===== config.mk =====
export PLATFORM = sky130hd
export DESIGN_NAME = spi_rx_top
export DESIGN_NICKNAME = d
export VERILOG_FILES = /design/src/verilog/spi_rx_pkg.sv /design/src/verilog/word_if.sv /design/src/verilog/spi_frame_rx.sv /design/src/verilog/word_arbiter.sv /design/src/verilog/word_fifo.sv /design/src/verilog/spi_rx_regs.sv /design/src/verilog/spi_rx_top.sv
export VERILOG_INCLUDE_DIRS = /design/src /design/src/include
export SDC_FILE = /design/constraint.sdc
export NUM_CORES = 1
export LEC_CHECK = 0
export ABC_CLOCK_PERIOD_IN_PS = 11500
export BUFFER_PORTS_ARGS = -buffer_cell sky130_fd_sc_hd__buf_2
export CAP_MARGIN = 20
export CORE_ASPECT_RATIO = 0.7
export CORE_MARGIN = 4
export CORE_UTILIZATION = 40
export DETAILED_ROUTE_END_ITERATION = 6
export GPL_ROUTABILITY_DRIVEN = 0
export HOLD_SLACK_MARGIN = 0.06
export PLACE_DENSITY = 0.52
export SETUP_SLACK_MARGIN = 0.3
export SLEW_MARGIN = 0
export SYNTH_ARGS = -nofsm -noshare
export SYNTH_HDL_FRONTEND = slang
export SYNTH_SLANG_ARGS = --single-unit

===== constraint.sdc =====
create_clock -name SCLK -period 11.5 [get_ports SCLK]
set_input_delay 2.3 -clock SCLK [delete_from_list [all_inputs] [get_ports SCLK]]
set_output_delay 2.3 -clock SCLK [all_outputs]
set_load 0.01 [all_outputs]

===== src/include/spi_rx_consts.svh =====
// changing the channel count also needs new ports and channel instances in the top level
`ifndef SPI_RX_CONSTS_SVH
`define SPI_RX_CONSTS_SVH

// queue depth in tagged words
`define SPI_RX_FIFO_DEPTH 8

// number of serial channels in front of the arbiter
`define SPI_RX_NUM_CHAN 2

// value returned when the host reads the control address
`define SPI_RX_VERSION 8'h01

// register map of the 8-bit host bus
`define SPI_RX_ADDR_CTRL   8'd0
`define SPI_RX_ADDR_ENABLE 8'd2
`define SPI_RX_ADDR_LOST0  8'd3
`define SPI_RX_ADDR_LOST1  8'd4

// channel n tags its words with this identifier plus n
`define SPI_RX_ID_BASE 4'h1

`endif


===== src/verilog/spi_rx_pkg.sv =====
// the word layout below is the host visible fifo_data format and must not be reordered

package spi_rx_pkg;

    // index of a receive channel, one bit covers the two channels
    typedef logic chan_idx_t;

    // tagged word as it sits in the queue, identifier in the top nibble
    typedef struct packed {
        logic [3:0]  id;     // channel identifier
        logic [11:0] frame;  // frame number modulo 4096
        logic [15:0] data;   // payload, partial words are right aligned
    } rx_word_t;

endpackage


===== src/verilog/word_if.sv =====
// a source must hold valid, word and src steady until the edge where ready is also high
`timescale 1ns/1ps

interface word_if import spi_rx_pkg::*; ();

    logic      valid;  // source has a word
    logic      ready;  // sink takes the word on this edge
    rx_word_t  word;
    chan_idx_t src;    // channel the word came from

    modport source (
        output valid,
        output word,
        output src,
        input  ready
    );

    modport sink (
        input  valid,
        input  word,
        input  src,
        output ready
    );

endinterface


===== src/verilog/spi_frame_rx.sv =====
// sdi and sen are sampled on SCLK and must already be synchronous to it
`timescale 1ns/1ps
`include "spi_rx_consts.svh"

module spi_frame_rx import spi_rx_pkg::*; #(
    parameter logic [3:0] chan_id = `SPI_RX_ID_BASE
) (
    input  logic       SCLK,
    input  logic       RST,
    input  logic       clear,
    input  logic       enable,
    input  logic       sdi,
    input  logic       sen,
    output logic [7:0] lost_count,
    word_if.source     out
);

    localparam logic [3:0] chan_off = chan_id - `SPI_RX_ID_BASE;

    logic        rst_all;
    logic        sen_dly;
    logic        sample;      // a data bit is taken on this edge
    logic        frame_end;   // sen has just fallen
    logic [3:0]  bit_cnt;
    logic [15:0] shift_reg;
    logic        done;        // shift_reg holds a finished word
    logic [11:0] done_frame;
    logic [11:0] frame_cnt;
    logic        hold_valid;
    rx_word_t    hold_word;
    logic        accept;
    logic        load;
    logic        drop;

    assign rst_all   = RST | clear;
    assign sample    = enable & sen;
    assign frame_end = enable & sen_dly & ~sen;

    always_ff @(posedge SCLK) begin
        if (rst_all) begin
            sen_dly <= 1'b0;
        end else begin
            sen_dly <= sen;
        end
    end

    // ~~~~~~~~~~~~~~~~~~~~~~~~~~~~~~~~~~~~~~~~~~~~~~~~~~~~~~~~~~~~~~~~~~~~~~~~~~~
    // deserializer, bits enter at the bottom so the first bit ends up as the MSB
    // ~~~~~~~~~~~~~~~~~~~~~~~~~~~~~~~~~~~~~~~~~~~~~~~~~~~~~~~~~~~~~~~~~~~~~~~~~~~
    always_ff @(posedge SCLK) begin
        if (rst_all) begin
            bit_cnt   <= '0;
            shift_reg <= '0;
            done      <= 1'b0;
        end else begin
            done <= 1'b0;
            if (done) begin
                // the finished word leaves this edge and a new word may start at once
                shift_reg <= sample ? {15'b0, sdi} : 16'b0;
                bit_cnt   <= sample ? 4'd1 : 4'd0;
            end else if (sample) begin
                shift_reg <= {shift_reg[14:0], sdi};
                bit_cnt   <= bit_cnt + 4'd1;  // wraps to 0 with the 16th bit
                done      <= (bit_cnt == 4'd15);
            end else if (frame_end && bit_cnt != 4'd0) begin
                bit_cnt <= '0;
                done    <= 1'b1;  // partial word, already right aligned
            end
        end
    end

    // frame number of the word in shift_reg, taken before the frame counter moves
    always_ff @(posedge SCLK) begin
        if ((sample && bit_cnt == 4'd15) || (frame_end && bit_cnt != 4'd0)) begin
            done_frame <= frame_cnt;
        end
    end

    always_ff @(posedge SCLK) begin
        if (rst_all) begin
            frame_cnt <= '0;
        end else if (frame_end) begin
            frame_cnt <= frame_cnt + 12'd1;
        end
    end

    // ~~~~~~~~~~~~~~~~~~~~~~~~~~~~~~~~~~~~~~~~~~~~~~~~~~~~~~~~~~~~~~~~~~~~~~~~~~~
    // one word holding register toward the arbiter
    // ~~~~~~~~~~~~~~~~~~~~~~~~~~~~~~~~~~~~~~~~~~~~~~~~~~~~~~~~~~~~~~~~~~~~~~~~~~~
    assign accept = hold_valid & out.ready;
    assign load   = done & (~hold_valid | accept);  // slot frees on the handshake edge
    assign drop   = done & hold_valid & ~accept;

    always_ff @(posedge SCLK) begin
        if (rst_all) begin
            hold_valid <= 1'b0;
            lost_count <= '0;
        end else begin
            if (load) begin
                hold_valid <= 1'b1;
            end else if (accept) begin
                hold_valid <= 1'b0;
            end
            if (drop && lost_count != 8'hff) begin
                lost_count <= lost_count + 8'd1;  // saturates at 255
            end
        end
    end

    always_ff @(posedge SCLK) begin
        if (load) begin
            hold_word <= '{id: chan_id, frame: done_frame, data: shift_reg};
        end
    end

    assign out.valid = hold_valid;
    assign out.word  = hold_word;
    assign out.src   = chan_idx_t'(chan_off[0]);

endmodule


===== src/verilog/word_arbiter.sv =====
// serves exactly two channels and adds no pipeline stage between the channels and the fifo
`timescale 1ns/1ps
`include "spi_rx_consts.svh"

module word_arbiter import spi_rx_pkg::*; (
    input  logic   SCLK,
    input  logic   RST,
    word_if.sink   in0,
    word_if.sink   in1,
    word_if.source out
);

    logic [`SPI_RX_NUM_CHAN-1:0] req;
    chan_idx_t                   prio;   // channel that wins when both wait
    chan_idx_t                   grant;

    assign req = {in1.valid, in0.valid};

    always_comb begin
        if (&req) begin
            grant = prio;
        end else if (req[1]) begin
            grant = 1'b1;
        end else begin
            grant = 1'b0;
        end
    end

    // the winner's word goes straight through to the fifo
    assign out.valid = |req;
    assign out.word  = grant ? in1.word : in0.word;
    assign out.src   = grant ? in1.src : in0.src;

    // only the granted channel sees the fifo's ready
    assign in0.ready = out.ready & (grant == 1'b0);
    assign in1.ready = out.ready & (grant == 1'b1);

    always_ff @(posedge SCLK) begin
        if (RST) begin
            prio <= 1'b0;
        end else if (out.valid && out.ready) begin
            prio <= ~grant;  // the other channel goes first next time
        end
    end

endmodule


===== src/verilog/word_fifo.sv =====
// first word fall through, data is only meaningful while empty is low
`timescale 1ns/1ps
`include "spi_rx_consts.svh"

module word_fifo import spi_rx_pkg::*; (
    input  logic     SCLK,
    input  logic     RST,
    input  logic     clear,
    word_if.sink     in,
    input  logic     read,
    output logic     empty,
    output rx_word_t data
);

    localparam int depth = `SPI_RX_FIFO_DEPTH;
    localparam int aw    = $clog2(depth);

    rx_word_t      mem [depth];
    logic [aw-1:0] wr_ptr;
    logic [aw-1:0] rd_ptr;
    logic [aw:0]   count;
    logic          full;
    logic          push;
    logic          pop;

    assign full     = (count == (aw+1)'(depth));
    assign empty    = (count == '0);
    assign in.ready = ~full;
    assign push     = in.valid & ~full;
    assign pop      = read & ~empty;  // a read on an empty queue is ignored

    always_ff @(posedge SCLK) begin
        if (RST || clear) begin
            wr_ptr <= '0;
            rd_ptr <= '0;
            count  <= '0;
        end else begin
            if (push) begin
                wr_ptr <= (wr_ptr == aw'(depth - 1)) ? '0 : wr_ptr + 1'b1;
            end
            if (pop) begin
                rd_ptr <= (rd_ptr == aw'(depth - 1)) ? '0 : rd_ptr + 1'b1;
            end
            case ({push, pop})
                2'b10:   count <= count + 1'b1;
                2'b01:   count <= count - 1'b1;
                default: count <= count;
            endcase
        end
    end

    always_ff @(posedge SCLK) begin
        if (push) begin
            mem[wr_ptr] <= in.word;
        end
    end

    assign data = mem[rd_ptr];

endmodule


===== src/verilog/spi_rx_regs.sv =====
// bus_data_out holds the last read value and a write to the control address resets the receiver
`timescale 1ns/1ps
`include "spi_rx_consts.svh"

module spi_rx_regs (
    input  logic       SCLK,
    input  logic       RST,
    input  logic [7:0] bus_add,
    input  logic [7:0] bus_data_in,
    input  logic       bus_wr,
    input  logic       bus_rd,
    output logic [7:0] bus_data_out,
    output logic       clear,
    output logic [1:0] enable,
    input  logic [7:0] lost0,
    input  logic [7:0] lost1
);

    logic ctrl_wr;

    assign ctrl_wr = bus_wr && (bus_add == `SPI_RX_ADDR_CTRL);

    // soft reset pulse, high for the single cycle after the write
    always_ff @(posedge SCLK) begin
        if (RST) begin
            clear <= 1'b0;
        end else begin
            clear <= ctrl_wr;
        end
    end

    always_ff @(posedge SCLK) begin
        if (RST || ctrl_wr) begin
            enable <= '0;
        end else if (bus_wr && bus_add == `SPI_RX_ADDR_ENABLE) begin
            enable <= bus_data_in[1:0];  // bit n enables channel n
        end
    end

    // ~~~~~~~~~~~~~~~~~~~~~~~~~~~~~~~~~~~~~~~~~~~~~~~~~~~~~~~~~~~~~~~~~~~~~~~~~~~
    // read path, one cycle from bus_rd to data
    // ~~~~~~~~~~~~~~~~~~~~~~~~~~~~~~~~~~~~~~~~~~~~~~~~~~~~~~~~~~~~~~~~~~~~~~~~~~~
    always_ff @(posedge SCLK) begin
        if (RST || clear) begin
            bus_data_out <= '0;
        end else if (bus_rd) begin
            case (bus_add)
                `SPI_RX_ADDR_CTRL:   bus_data_out <= `SPI_RX_VERSION;
                `SPI_RX_ADDR_ENABLE: bus_data_out <= {6'b0, enable};
                `SPI_RX_ADDR_LOST0:  bus_data_out <= lost0;
                `SPI_RX_ADDR_LOST1:  bus_data_out <= lost1;
                default:             bus_data_out <= 8'h00;
            endcase
        end
    end

endmodule


===== src/verilog/spi_rx_top.sv =====
// all inputs must be synchronous to SCLK since the receiver has no clock domain crossing
`timescale 1ns/1ps
`include "spi_rx_consts.svh"

module spi_rx_top (
    input  logic        SCLK,
    input  logic        RST,
    input  logic        sdi0,
    input  logic        sen0,
    input  logic        sdi1,
    input  logic        sen1,
    input  logic        fifo_read,
    output logic        fifo_empty,
    output logic [31:0] fifo_data,
    input  logic [7:0]  bus_add,
    input  logic [7:0]  bus_data_in,
    input  logic        bus_wr,
    input  logic        bus_rd,
    output logic [7:0]  bus_data_out
);

    logic                        clear;   // soft reset from the register file
    logic [`SPI_RX_NUM_CHAN-1:0] enable;
    logic [7:0]                  lost0;
    logic [7:0]                  lost1;

    word_if ch0_if ();
    word_if ch1_if ();
    word_if fifo_if ();

    // ~~~~~~~~~~~~~~~~~~~~~~~~~~~~~~~~~~~~~~~~~~~~~~~~~~~~~~~~~~~~~~~~~~~~~~~~~~~
    // serial channels
    // ~~~~~~~~~~~~~~~~~~~~~~~~~~~~~~~~~~~~~~~~~~~~~~~~~~~~~~~~~~~~~~~~~~~~~~~~~~~
    spi_frame_rx #(.chan_id(`SPI_RX_ID_BASE + 4'd0)) u_chan0 (
        .SCLK       (SCLK),
        .RST        (RST),
        .clear      (clear),
        .enable     (enable[0]),
        .sdi        (sdi0),
        .sen        (sen0),
        .lost_count (lost0),
        .out        (ch0_if.source)
    );

    spi_frame_rx #(.chan_id(`SPI_RX_ID_BASE + 4'd1)) u_chan1 (
        .SCLK       (SCLK),
        .RST        (RST),
        .clear      (clear),
        .enable     (enable[1]),
        .sdi        (sdi1),
        .sen        (sen1),
        .lost_count (lost1),
        .out        (ch1_if.source)
    );

    word_arbiter u_arb (
        .SCLK (SCLK),
        .RST  (RST),
        .in0  (ch0_if.sink),
        .in1  (ch1_if.sink),
        .out  (fifo_if.source)
    );

    word_fifo u_fifo (
        .SCLK  (SCLK),
        .RST   (RST),
        .clear (clear),
        .in    (fifo_if.sink),
        .read  (fifo_read),
        .empty (fifo_empty),
        .data  (fifo_data)  // packed rx_word_t, id in bits 31 to 28
    );

    spi_rx_regs u_regs (
        .SCLK         (SCLK),
        .RST          (RST),
        .bus_add      (bus_add),
        .bus_data_in  (bus_data_in),
        .bus_wr       (bus_wr),
        .bus_rd       (bus_rd),
        .bus_data_out (bus_data_out),
        .clear        (clear),
        .enable       (enable),
        .lost0        (lost0),
        .lost1        (lost1)
    );

endmodule


# --- Yosys cells after proc, flatten, opt, wreduce, memory -nomap -nowiden ---
# Memories as Yosys holds them, arrays and structs flattened. A register that Yosys moved wholly into a read port is not among the register bits.
# Index checks and enable logic that the tools add are counted.
classes:
  n_mux: 33
  addsub: 10
  n_bitwise: 30
  n_eq_ne: 12
  n_reduce_logical: 28
ops:
  columns: ["operator", "count"]
  rows:
  - ["two-way mux 16 bit", 4]
  - ["case mux 8 bit (4 select lines)", 1]
  - ["two-way mux 30 bit", 1]
  - ["adder 12 x 1 -> 12 bit, second input constant", 2]
  - ["two-way mux 4 bit", 6]
  - ["bitwise AND 1 bit", 18]
  - ["adder 8 x 1 -> 8 bit, second input constant", 2]
  - ["equality test 8 x 2 -> 1 bit, second input constant", 2]
  - ["two-way mux 1 bit", 16]
  - ["!= test 8 bit, second input constant", 2]
  - ["adder 4 x 1 -> 4 bit, second input constant", 3]
  - ["equality test 4 bit, second input constant", 3]
  - ["two-way mux 3 bit", 4]
  - ["nonzero test 2 bit", 5]
  - ["logical AND 1 bit", 9]
  - ["inverter 1 bit", 9]
  - ["equality test 8 x 3 -> 1 bit, second input constant", 1]
  - ["logical NOT 8 bit", 1]
  - ["case mux 4 bit (2 select lines)", 1]
  - ["nonzero test 4 bit", 2]
  - ["adder 3 x 1 -> 3 bit, second input constant", 2]
  - ["equality test 3 bit, second input constant", 2]
  - ["nonzero test 3 bit", 2]
  - ["OR reduction 2 bit", 3]
  - ["other kinds (7)", 12]
word_totals:
  inputBits: 25
  register_bits: 188
  mem_count: 1
  ram_bits: 240
  out_inout_bits: 41
mem_list:
  columns: ["memory", "words", "width", "rd", "rd_clocked_by_memory_dff", "wr", "line", "text"]
  rows:
  - ["u_fifo.mem", 8, 30, 1, 1, 1, "word_fifo.sv:18", "rx_word_t mem [depth];"]

# --- Logic depth before layout (Yosys ltp) ---
# Gate-level depths: netlist (run 1).
logic_depth:
  ltp_word: 8
  ltp_mapped: 11
  depth_no_buf: 10

# --- By module ---
# From an unflattened synthesis (run 1), not the netlist that was laid out.
unflattened:
  hier_cells: 1085
  hier_area_um2: 17545.6
by_module_without_submodules:
  columns: ["mod", "area_each_um2", "seq_area_each_um2", "cells_per_inst", "n_inst"]
  rows:
  - ["word_fifo", 10352.4, 7947.6, 450, 1]
  - ["spi_frame_rx", 3046.7, 2062.0, 263, 2]
  - ["spi_rx_regs", 609.3, 220.2, 64, 1]
  - ["word_arbiter", 490.5, 20.0, 45, 1]

# --- Worst setup path before layout (run 1) ---
# Ideal clock, no wire load.
synth_timing:
  path_kind: "register to register"
  from: "reg u_fifo.count[0]"
  to: "mem u_fifo.mem[0][0] (netlist name) (enable)"
  path_buffers: 1
  synth_period_minus_slack_ps: 4179
  setup_ps: 492
  arrival_ps: 3686
  path_stages_with_launch: 5
  slack_ps: 7321
  required_time_ps: 11008
  cell_sequence: "dfxtp_1 > or4b_4 > buf_6 > o21ai_2 > nor4_1"
synth_via:
  elab_chain_cells: 5
synth_rtl:
  columns: ["item", "line", "text"]
  rows:
  - ["start: declaration", "word_fifo.sv:21", "logic [aw:0] count;"]
  - ["start signal: assignment", "word_fifo.sv:45", "2'b10: count <= count + 1'b1;"]
  - ["start signal: assignment", "word_fifo.sv:46", "2'b01: count <= count - 1'b1;"]
  - ["start signal: assignment", "word_fifo.sv:47", "default: count <= count;"]
  - ["equality test 4 bit", "word_fifo.sv:26", "assign full = (count == (aw+1)'(depth));"]
  - ["inverter 1 bit", "word_fifo.sv:29", "assign push = in.valid & ~full;"]
  - ["bitwise AND 1 bit", "word_fifo.sv:29", null]
  - ["two-way mux 1 bit", "word_fifo.sv:53", "if (push) begin"]
  - ["two-way mux 1 bit (not written as such)", "word_fifo.sv:54", "mem[wr_ptr] <= in.word;"]
  - ["end: declaration", "word_fifo.sv:18", null]
# No other way between the ends.

==> metrics, run 1 <==
status=completed; top cells by area, synth=edfxtp_1, dfxtp_1, mux4_2; Max Cap Viol=0; fin. max-slew vios=0; Post-CTS Resized=0; Post-DP HPWL=between 15000 and 20000 um; Slew HR=32.7%; Buf/Inv on CP=2; Slew @ Worst Pin=slightly above 1 ns; fin nets=1205; total CTS buffers=43; cell accounting for the most synthesized area=edfxtp_1; Async S/R FF share, synth=0%; Worst VDD drop=95.1 uV; Clock Latency Late Sink=approximately 0.54 ns; pre-CTS setup slack=6.64 ns; initial antenna violation count=0; Post-CTS Setup Bufs=0; clock-pin slew on the worst setup and hold paths=~0.06 ns; Final Hold Viols=0; share of layout cells above drive strength 1=20.4%; most instantiated cells after synthesis=edfxtp_1, nand2_1, dfxtp_1; H-tree depth=2; worst hold start=u_chan0.done_frame[1]$_DFFE_PP_; reg2reg path depth=8; crit start category=register; Post-Synthesis Cells=1097; Reg2Reg Setup Slack=8.80 ns; gr usage total=15.2%; f_max=0.188 GHz; TritonCTS Sinks=431; Hold Path End=u_chan0.out.word[17]$_DFFE_PP_; PnR worst setup slack=roughly 6 ns; max FFs per register=240; # rows=62; period utilisation layout=46.2%; routed wire length=roughly 33000 um; # setup viols final=0; die width=251 um; hold depth=0; warnings from Yosys=0; RR Startpoint=u_chan0.out.valid$_SDFFE_PP0P_; Crit Path Category=register to output port; CTS tree=yes; port bufs=57; worst reg2reg endpoint=u_chan0.out.word[6]$_DFFE_PP_; root buffer cell=clkbuf_16; pwr dens=160 nW/um^2; initial core utilization=approximately two fifths; top_reg_cell synth=edfxtp_1; Initial DRC Count=574; top cell type's share of synthesized area=58.1%; n_diodes=0; first-pass GRT wire length=52500 um; die area=about 45000 sq um; Core ar.=41000 sq um; RSZ-0062 raised after global routing=false; CTS max path bufs=3; post-route setup TNS=0 ns; Avg Cell Area, Syn=roughly 15 sq um; Mapped Area=16500 sq um; DR WL/cell=19.2 um; drt pass-1 iters=5; CP Data Arrival Time=3.02 ns; CP peak stage delay=~0.79 ns; Ports=66; vias in the first global route=8866; worst min-delay path category=register to register; top cell family by delay on the critical path=multiplexers; antenna violation net count after detailed routing=0; Crit-path slowest cell=dfxtp_4; Synth-to-Final Area Change=14.0%; sequential-to-total area share from yosys stat=roughly 70%; CP max FO=34; required time of the critical path=9.20 ns; pin count of the biggest net entering global routing=61; Remaining DRCs=0; most frequent cell after synthesis=edfxtp_1; Die Y=178 um; Avg Vias per Cell=5.07; Leakage=around 6.3 nW; nature of the critical path endpoint=output port; EDFF count, synth=320; hold_buf cts=0; grt ovf=0; via count=~8800; count of different cell masters after synthesis=53; Seq cells post-synth=431; Tmin final=between 5 and 6 ns; worst path cell trace=buf_4 > mux4_2 > mux2_2 > buf_2; Max Clock Skew=around 0.018 ns; largest register by flop count=u_fifo.mem
report_power, final:
part	leakage [nW]	switching, W	total (W)	internal [W]
registers	3.86	0.000000180	0.00165	0.00165
logic	1.74	0.00000999	0.0000139	0.00000390
clock network	0.668	0.000559	0.00135	0.000795
cells by family after synthesis:
logic type	count (synthesis)	share of synthesized area, %
flops	431	71.5
other cells	1	0.0227
buf+inv	66	1.69
mux	98	10.7
fa+ha+maj	15	1.13
simple gates	347	9.56
xor+xnor	28	1.48
compound gates	111	3.87
cell type report:
type	count	area, sq um
fill	3598	22100
timing repair buffer	73	418
inverter	15	56.3
tap	544	681
clock buffer	65	1250
clock inverter	13	113
multi-input combinational	601	4490
sequential	431	11800
cell usage in the layout, fill, tap and decap left out, types with 4 or more instances in the layout:
cell type,netlist,routed
and3_1,8,8
clkbuf_1,35,15
clkinv_1,0,5
nand2_1,184,184
xor2_1,19,19
or3_1,11,11
and2_1,5,5
clkbuf_8,0,5
clkinv_2,0,5
dfxtp_1,111,108
clkbuf_16,0,45
mux2i_1,6,6
a22oi_1,9,9
mux2_2,32,32
o21ai_0,21,21
ha_1,15,15
buf_4,2,15
buf_2,7,57
nor3_2,0,4
nand3b_1,4,4
a21oi_1,63,60
inv_1,15,15
nor3_1,19,15
edfxtp_1,320,320
nor2b_1,5,5
nand3_1,12,12
nor2_1,59,56
mux4_2,60,60
xnor2_1,9,9
nand2b_1,5,5
nand4_1,14,14
stage by stage:
stage               total power [W]  instances  hold slack (ns)  area [sq um]  util (%)
CTS                         0.00306       1741            0.415         18800      46.0
global placement            0.00170       1663            0.402         17500      42.6
global route                0.00313       1742            0.425         18900      46.0
floorplan                   0.00169       1098            0.400         16500         -
detailed placement          0.00170       1663            0.405         17500      42.6
finish                      0.00302       1742            0.412         18900      46.0
routing by layer:
| layer | track usage (%) | wire [um] | vias up |
|---|---|---|---|
| li1 | - | - | 4241 |
| met4 | 3.93 | 599 | 0 |
| met3 | 2.52 | 1440 | 49 |
| met5 | 0 | 0 | - |
| met1 | 22.5 | 16500 | 4384 |
| met2 | 23.6 | 14900 | 166 |
worst reg2reg max path, stage by stage, from the launching register on:
cell and delay [ns]:
dfxtp_1 0.50, nand2b_1 0.15, and2_1 0.18, buf_4 0.27
inv_1 0.10, buf_4 0.40, nand2_1 0.17, a21oi_2 0.16
buf_4 0.39
worst max-delay path by stage:
| stage | start | end | slack, ns | cells past startpoint |
|---|---|---|---|---|
| after floorplan | u_fifo.count[0]$_SDFFE_PP0P_ | u_fifo.mem[0][0]$_DFFE_PP_ | 7.32 | 4 |
| after detailed placement | register | fifo_data[11] | 6.64 | 4 |
| final | register | fifo_data[14] | 6.18 | 4 |
| after CTS | register | fifo_data[11] | 6.06 | 4 |
| after global placement | register | fifo_data[11] | 6.65 | 4 |
| after global routing | register | fifo_data[11] | 5.92 | 4 |
(Power assumes the default switching activity.)
==> run 2: changes to the inputs <==
--- a/config.mk
+++ b/config.mk
@@ -6,7 +6,7 @@
 export SDC_FILE = /design/constraint.sdc
 export NUM_CORES = 1
 export LEC_CHECK = 0
-export ABC_CLOCK_PERIOD_IN_PS = 11500
+export ABC_CLOCK_PERIOD_IN_PS = 4600
 export BUFFER_PORTS_ARGS = -buffer_cell sky130_fd_sc_hd__buf_2
 export CAP_MARGIN = 20
 export CORE_ASPECT_RATIO = 0.7
@@ -15,7 +15,7 @@
 export DETAILED_ROUTE_END_ITERATION = 6
 export GPL_ROUTABILITY_DRIVEN = 0
 export HOLD_SLACK_MARGIN = 0.06
-export PLACE_DENSITY = 0.52
+export PLACE_DENSITY = 0.54
 export SETUP_SLACK_MARGIN = 0.3
 export SLEW_MARGIN = 0
 export SYNTH_ARGS = -nofsm -noshare
==> constraint.sdc (replaced) <==
create_clock -name SCLK -period 4.6 [get_ports SCLK]
set_input_delay 0.92 -clock SCLK [delete_from_list [all_inputs] [get_ports SCLK]]
set_output_delay 0.92 -clock SCLK [all_outputs]
set_load 0.01 [all_outputs]
==> metrics, run 2 (synthesized netlist as in run 1, its figures left out) <==
busiest grt layer=met1; Switching Share=18.4% (-0.43 points); Comb power frac=0.5% (about the same); pwr dens=404 nW/um^2 (+150%); Clock Latency Late Sink=0.53 ns (about the same); initial antenna violation count=0 (unchanged); Worst VDD drop=305 uV (+220%); grt met3 use=2.52% (unchanged); Hold Path End=u_chan0.out.word[24]$_DFFE_PP_; M1 GR Usage=22.8% (+0.30 points); nature of the critical path endpoint=output port; f_max=0.274 GHz; Avg Vias per Cell=5.09 (+0.37%); share of layout cells above drive strength 1=20.7% (+0.33 points); Synth-to-Final Area Change=14.5%; crit start category=register; CTS max path bufs=3 (unchanged); clock-pin slew on the worst setup and hold paths=0.06 ns (about the same); Max Cap Viol=0 (unchanged); fin cells=1748 (+0.34%); DR WL/cell=18.8 um (-1.7%); Post-CTS Resized=0 (unchanged); Remaining DRCs=0 (unchanged); Placed Cells=1670 (+0.42%); worst hold start=u_chan0.done_frame[8]$_DFFE_PP_; period utilisation layout=79.2%; die width=251 um (unchanged); Post-CTS Setup Bufs=0 (unchanged); antenna violation net count after detailed routing=0 (unchanged); max FFs per register=240 (unchanged); Seq pwr share=53.9% (-0.7 points); # setup viols final=0 (unchanged); Max Clock Skew=0.0121 ns (-0.00542 ns); die area=44700 sq um (unchanged); Ports=66 (unchanged); Post-DP HPWL=19600 um (+1.9%); post-route setup TNS=0 ns (unchanged); gr usage total=14.8% (-0.44 points); Psw=0.00141 W (+150%); hold_buf cts=0 (unchanged); reg2reg path depth=9 (+1); fin nets=1210 (+0.41%); Initial DRC Count=641 (+12%); Leakage=6.20 nW (-1.1%); CP Data Arrival Time=2.72 ns (-0.30 ns); Tmin final=3.64 ns; required time of the critical path=3.68 ns (-5.52 ns); root buffer cell=clkbuf_16; routed wire length=32900 um (-1.4%); Slew @ Worst Pin=1.08 ns (+0.0707 ns); RR Startpoint=u_fifo.count[1]$_SDFFE_PP0P_; clock share of power=45.7% (+0.8 points); port bufs=57 (unchanged); most frequent cells in the layout=edfxtp_1, nand2_1, dfxtp_1; vias in the first global route=8700 (-1.9%); hold depth=0 (unchanged); fin. max-slew vios=0 (unchanged); met2 Use GR=22.0% (-1.6 points); RSZ-0062 raised after global routing=false; Core ar.=41000 sq um (unchanged); initial core utilization=40.4% (unchanged); internal power=0.00624 W (+150%); drt pass-1 iters=4 (-1); TritonCTS Sinks=431 (unchanged); grt ovf=0 (unchanged); # rows=62 (unchanged); CP max FO=31 (-8.8%); worst reg2reg endpoint=u_fifo.count[2]$_SDFFE_PP0P_; Crit Path Category=register to output port; most common cell after layout, fill and taps aside=edfxtp_1; Reg2Reg Setup Slack=1.93 ns (-6.87 ns); H-tree depth=2 (unchanged); CTS tree=yes; first-pass GRT wire length=51200 um (-2.3%); via count=8903 (+0.71%); Slew HR=28.0% (-4.7 points); pin count of the biggest net entering global routing=48 (-21%); worst min-delay path category=register to register; status=completed; Die Y=178 um (unchanged); total CTS buffers=42 (-2.3%); largest register by flop count=u_fifo.mem; Final Hold Viols=0 (unchanged)
-- run 2: metrics by stage --
step	worst slack, ns	instance area (sq um)	utilization, %	hold WS, ns	power (W)
global placement	1.43	17500	42.8	0.402	0.00424
finish	0.956	18900	46.2	0.412	0.00765
detailed placement	1.41	17500	42.8	0.405	0.00424
global route	0.723	18900	46.2	0.425	0.00792
CTS	0.834	18900	46.2	0.418	0.00774
floorplan	0.421	16500	-	0.400	0.00422
-- run 2: worst max path at each step --
stage                            startpoint                          to  slack, ns  depth (start not counted)
3_5_place_dp                       register                fifo_data[2]       1.41                          4
4_1_cts                            register                fifo_data[2]       0.83                          4
5_1_grt                            register                fifo_data[8]       0.72                          4
3_3_place_gp                       register                fifo_data[2]       1.43                          4
6_report                           register                fifo_data[8]       0.96                          4
2_1_floorplan  u_fifo.count[0]$_SDFFE_PP0P_  u_fifo.mem[0][0]$_DFFE_PP_       0.42                          4
-- run 2: metal layers --
layer,vias to the layer above,routed length (um)
li1,4262,-
met1,4423,16800
met2,185,14100
met3,33,1540
met4,0,479
met5,-,0
-- run 2: cell type report --
class | instances | area, sq um
Fill cell | 3580 | 22000
Sequential cell | 431 | 11800
Multi-Input combinational cell | 601 | 4490
Clock buffer | 57 | 1200
Tap cell | 544 | 681
Timing Repair Buffer | 79 | 450
Clock inverter | 20 | 213
Inverter | 15 | 56.3
Antenna cell | 1 | 2.50
-- run 2: worst max-delay path, stage by stage (launching register included) --
cell and delay [ns]:
dfxtp_4 0.75, buf_4 0.42, mux4_2 0.57, mux2_2 0.27
buf_2 0.14
-- run 2: power groups by stage --
stage | logic (W) | registers [W] | clock network, W
floorplan | 0.0000191 | 0.00420 | 0
global placement | 0.0000358 | 0.00420 | 0
detailed placement | 0.0000362 | 0.00420 | 0
CTS | 0.0000362 | 0.00412 | 0.00359
global route | 0.0000399 | 0.00412 | 0.00376
finish | 0.0000355 | 0.00412 | 0.00349
==> run 3: changes to the inputs <==
--- a/config.mk
+++ b/config.mk
@@ -6,7 +6,7 @@
 export SDC_FILE = /design/constraint.sdc
 export NUM_CORES = 1
 export LEC_CHECK = 0
-export ABC_CLOCK_PERIOD_IN_PS = 4600
+export ABC_CLOCK_PERIOD_IN_PS = 3460
 export BUFFER_PORTS_ARGS = -buffer_cell sky130_fd_sc_hd__buf_2
 export CAP_MARGIN = 20
 export CORE_ASPECT_RATIO = 0.7
@@ -15,7 +15,7 @@
 export DETAILED_ROUTE_END_ITERATION = 6
 export GPL_ROUTABILITY_DRIVEN = 0
 export HOLD_SLACK_MARGIN = 0.06
-export PLACE_DENSITY = 0.54
+export PLACE_DENSITY = 0.52
 export SETUP_SLACK_MARGIN = 0.3
 export SLEW_MARGIN = 0
 export SYNTH_ARGS = -nofsm -noshare
==> constraint.sdc (replaced) <==
create_clock -name SCLK -period 3.46 [get_ports SCLK]
set_input_delay 0.692 -clock SCLK [delete_from_list [all_inputs] [get_ports SCLK]]
set_output_delay 0.692 -clock SCLK [all_outputs]
set_load 0.01 [all_outputs]
==> metrics, run 3 (synthesized netlist as in run 1, its figures left out) <==
Max Clock Skew=0.0189 ns (+0.00677 ns); share of layout cells above drive strength 1=22.1% (+1.5 points); Placed Cells=1675 (+0.30%); gr usage total=15.0% (+0.21 points); CP Data Arrival Time=2.29 ns (-0.43 ns); period utilisation layout=between 80% and 90%; grt ovf=0 (unchanged); Avg Vias per Cell=5.06 (-0.74%); Die Y=178 um (unchanged); port bufs=57 (unchanged); Overall Power=0.0104 W (+36%); fin cells=1763 (+0.86%); initial core utilization=40.4% (unchanged); fin nets=1225 (+1.2%); Core ar.=41000 sq um (unchanged); required time of the critical path=2.77 ns (-0.91 ns); total CTS buffers=42 (unchanged); worst min-delay path category=input port to register; Leakage=6.31 nW (+1.8%); via count=8913 (+0.11%); status=completed; CTS max path bufs=3 (unchanged); pin count of the biggest net entering global routing=61 (+27%); CP peak stage delay=0.52 ns (-0.23 ns); clock-pin slew on the worst setup and hold paths=0.07 ns (about the same); Slew HR=41.2% (+13 points); Max Cap Viol=0 (unchanged); RSZ-0062 raised after global routing=false; vias in the first global route=8765 (+0.75%); pwr dens=542 nW/um^2 (+34%); most common cell after layout, fill and taps aside=edfxtp_1; TritonCTS Sinks=431 (unchanged); antenna violation net count after detailed routing=0 (unchanged); # rows=62 (unchanged); Tmin final=2.98 ns; post-route setup TNS=0 ns (unchanged); Worst VDD drop=378 uV (+24%); # setup viols final=0 (unchanged); max FFs per register=240 (unchanged); Crit-path slowest cell=mux4_2; f_max=0.336 GHz; fin. max-slew vios=0 (unchanged); drt pass-1 iters=4 (unchanged); top cell family by delay on the critical path=multiplexers; initial antenna violation count=2 (+2); Final Hold Viols=0 (unchanged); n_diodes=0 (-1); hold_buf cts=0 (unchanged); worst path cell trace=buf_12 > mux4_2 > mux2_2 > buf_2; Post-DP HPWL=20200 um (+2.8%); Slew @ Worst Pin=0.879 ns (-0.201 ns); nature of the critical path endpoint=output port; worst hold start=sen0; die width=251 um (unchanged); Remaining DRCs=0 (unchanged); Synth-to-Final Area Change=16.0%; Initial DRC Count=587 (-8.4%); Buf/Inv on CP=2 (unchanged); Ports=66 (unchanged); largest register by flop count=u_fifo.mem; Clock Latency Late Sink=0.55 ns (+0.02 ns); CP max FO=20 (-35%); die area=44700 sq um (unchanged); DR WL/cell=18.9 um (+0.52%); Crit Path Category=register to output port; most frequent cells in the layout=edfxtp_1, nand2_1, dfxtp_1; root buffer cell=clkbuf_16; crit start category=register; routed wire length=33400 um (+1.4%); Layout fillers=3603 (+0.64%); H-tree depth=2 (unchanged); CTS tree=yes; RR Startpoint=u_fifo.count[1]$_SDFFE_PP0P_; first-pass GRT wire length=52000 um (+1.5%)
-- run 3: cell types whose count changed in the layout (fill, tap and decap cells not counted), sizes merged --
cell	delta
diode	-1
bufinv	+2
clkbuf	+1
clkinv	-4
buf	+15
inv	+2
-- run 3: layout make-up --
| class | count | area, sq um | share of cell area (%) |
|---|---|---|---|
| multi-input cells | 601 | 4500 | 23.5 |
| clock inverters | 20 | 292 | 1.52 |
| inverters | 15 | 56.3 | 0.293 |
| well taps | 544 | 681 | 3.55 |
| flip-flops and latches | 431 | 11800 | 61.7 |
| repair buffers | 94 | 617 | 3.21 |
| clock buffers | 58 | 1200 | 6.27 |
-- run 3: power by group --
group	switching [W]	leakage (nW)	total, W	internal (W)
logic	0.0000332	1.82	0.0000470	0.0000137
clock network	0.00192	0.734	0.00488	0.00297
registers	0.000000542	3.76	0.00548	0.00548
total	0.00195	6.31	0.0104	0.00846
-- run 3: stage by stage --
step	worst slack (ns)	util (%)	instance area [sq um]	hold slack, ns
after floorplan	0.0648	-	16600	0.400
after global placement	0.817	43.0	17600	0.401
after detailed placement	0.774	43.0	17600	0.405
after CTS	0.342	46.7	19100	0.379
after global routing	0.387	46.8	19200	0.397
final	0.482	46.8	19200	0.401
-- run 3: per-layer routing --
metal,global-route usage (%),wire length (um)
met5,0,0
met4,3.30,513
met3,2.55,1500
met2,22.5,14500
met1,22.9,16900
-- run 3: worst paths after layout --
path | slack [ns] | to | cells past startpoint
worst min-delay path | 0.40 | u_chan0.sen_dly$_SDFF_PP0_ | 2
worst max-delay path | 0.48 | fifo_data[10] | 4
worst min register to register | 0.42 | u_chan1.out.word[27]$_DFFE_PP_ | 0
worst max register to register | 0.77 | u_fifo.count[2]$_SDFFE_PP0P_ | 9
-- run 3: repair_timing --
action                     in CTS  in global routing
setup buffers                   0                  9
gates resized for setup         1                  0
setup endpoints to repair       1                  1
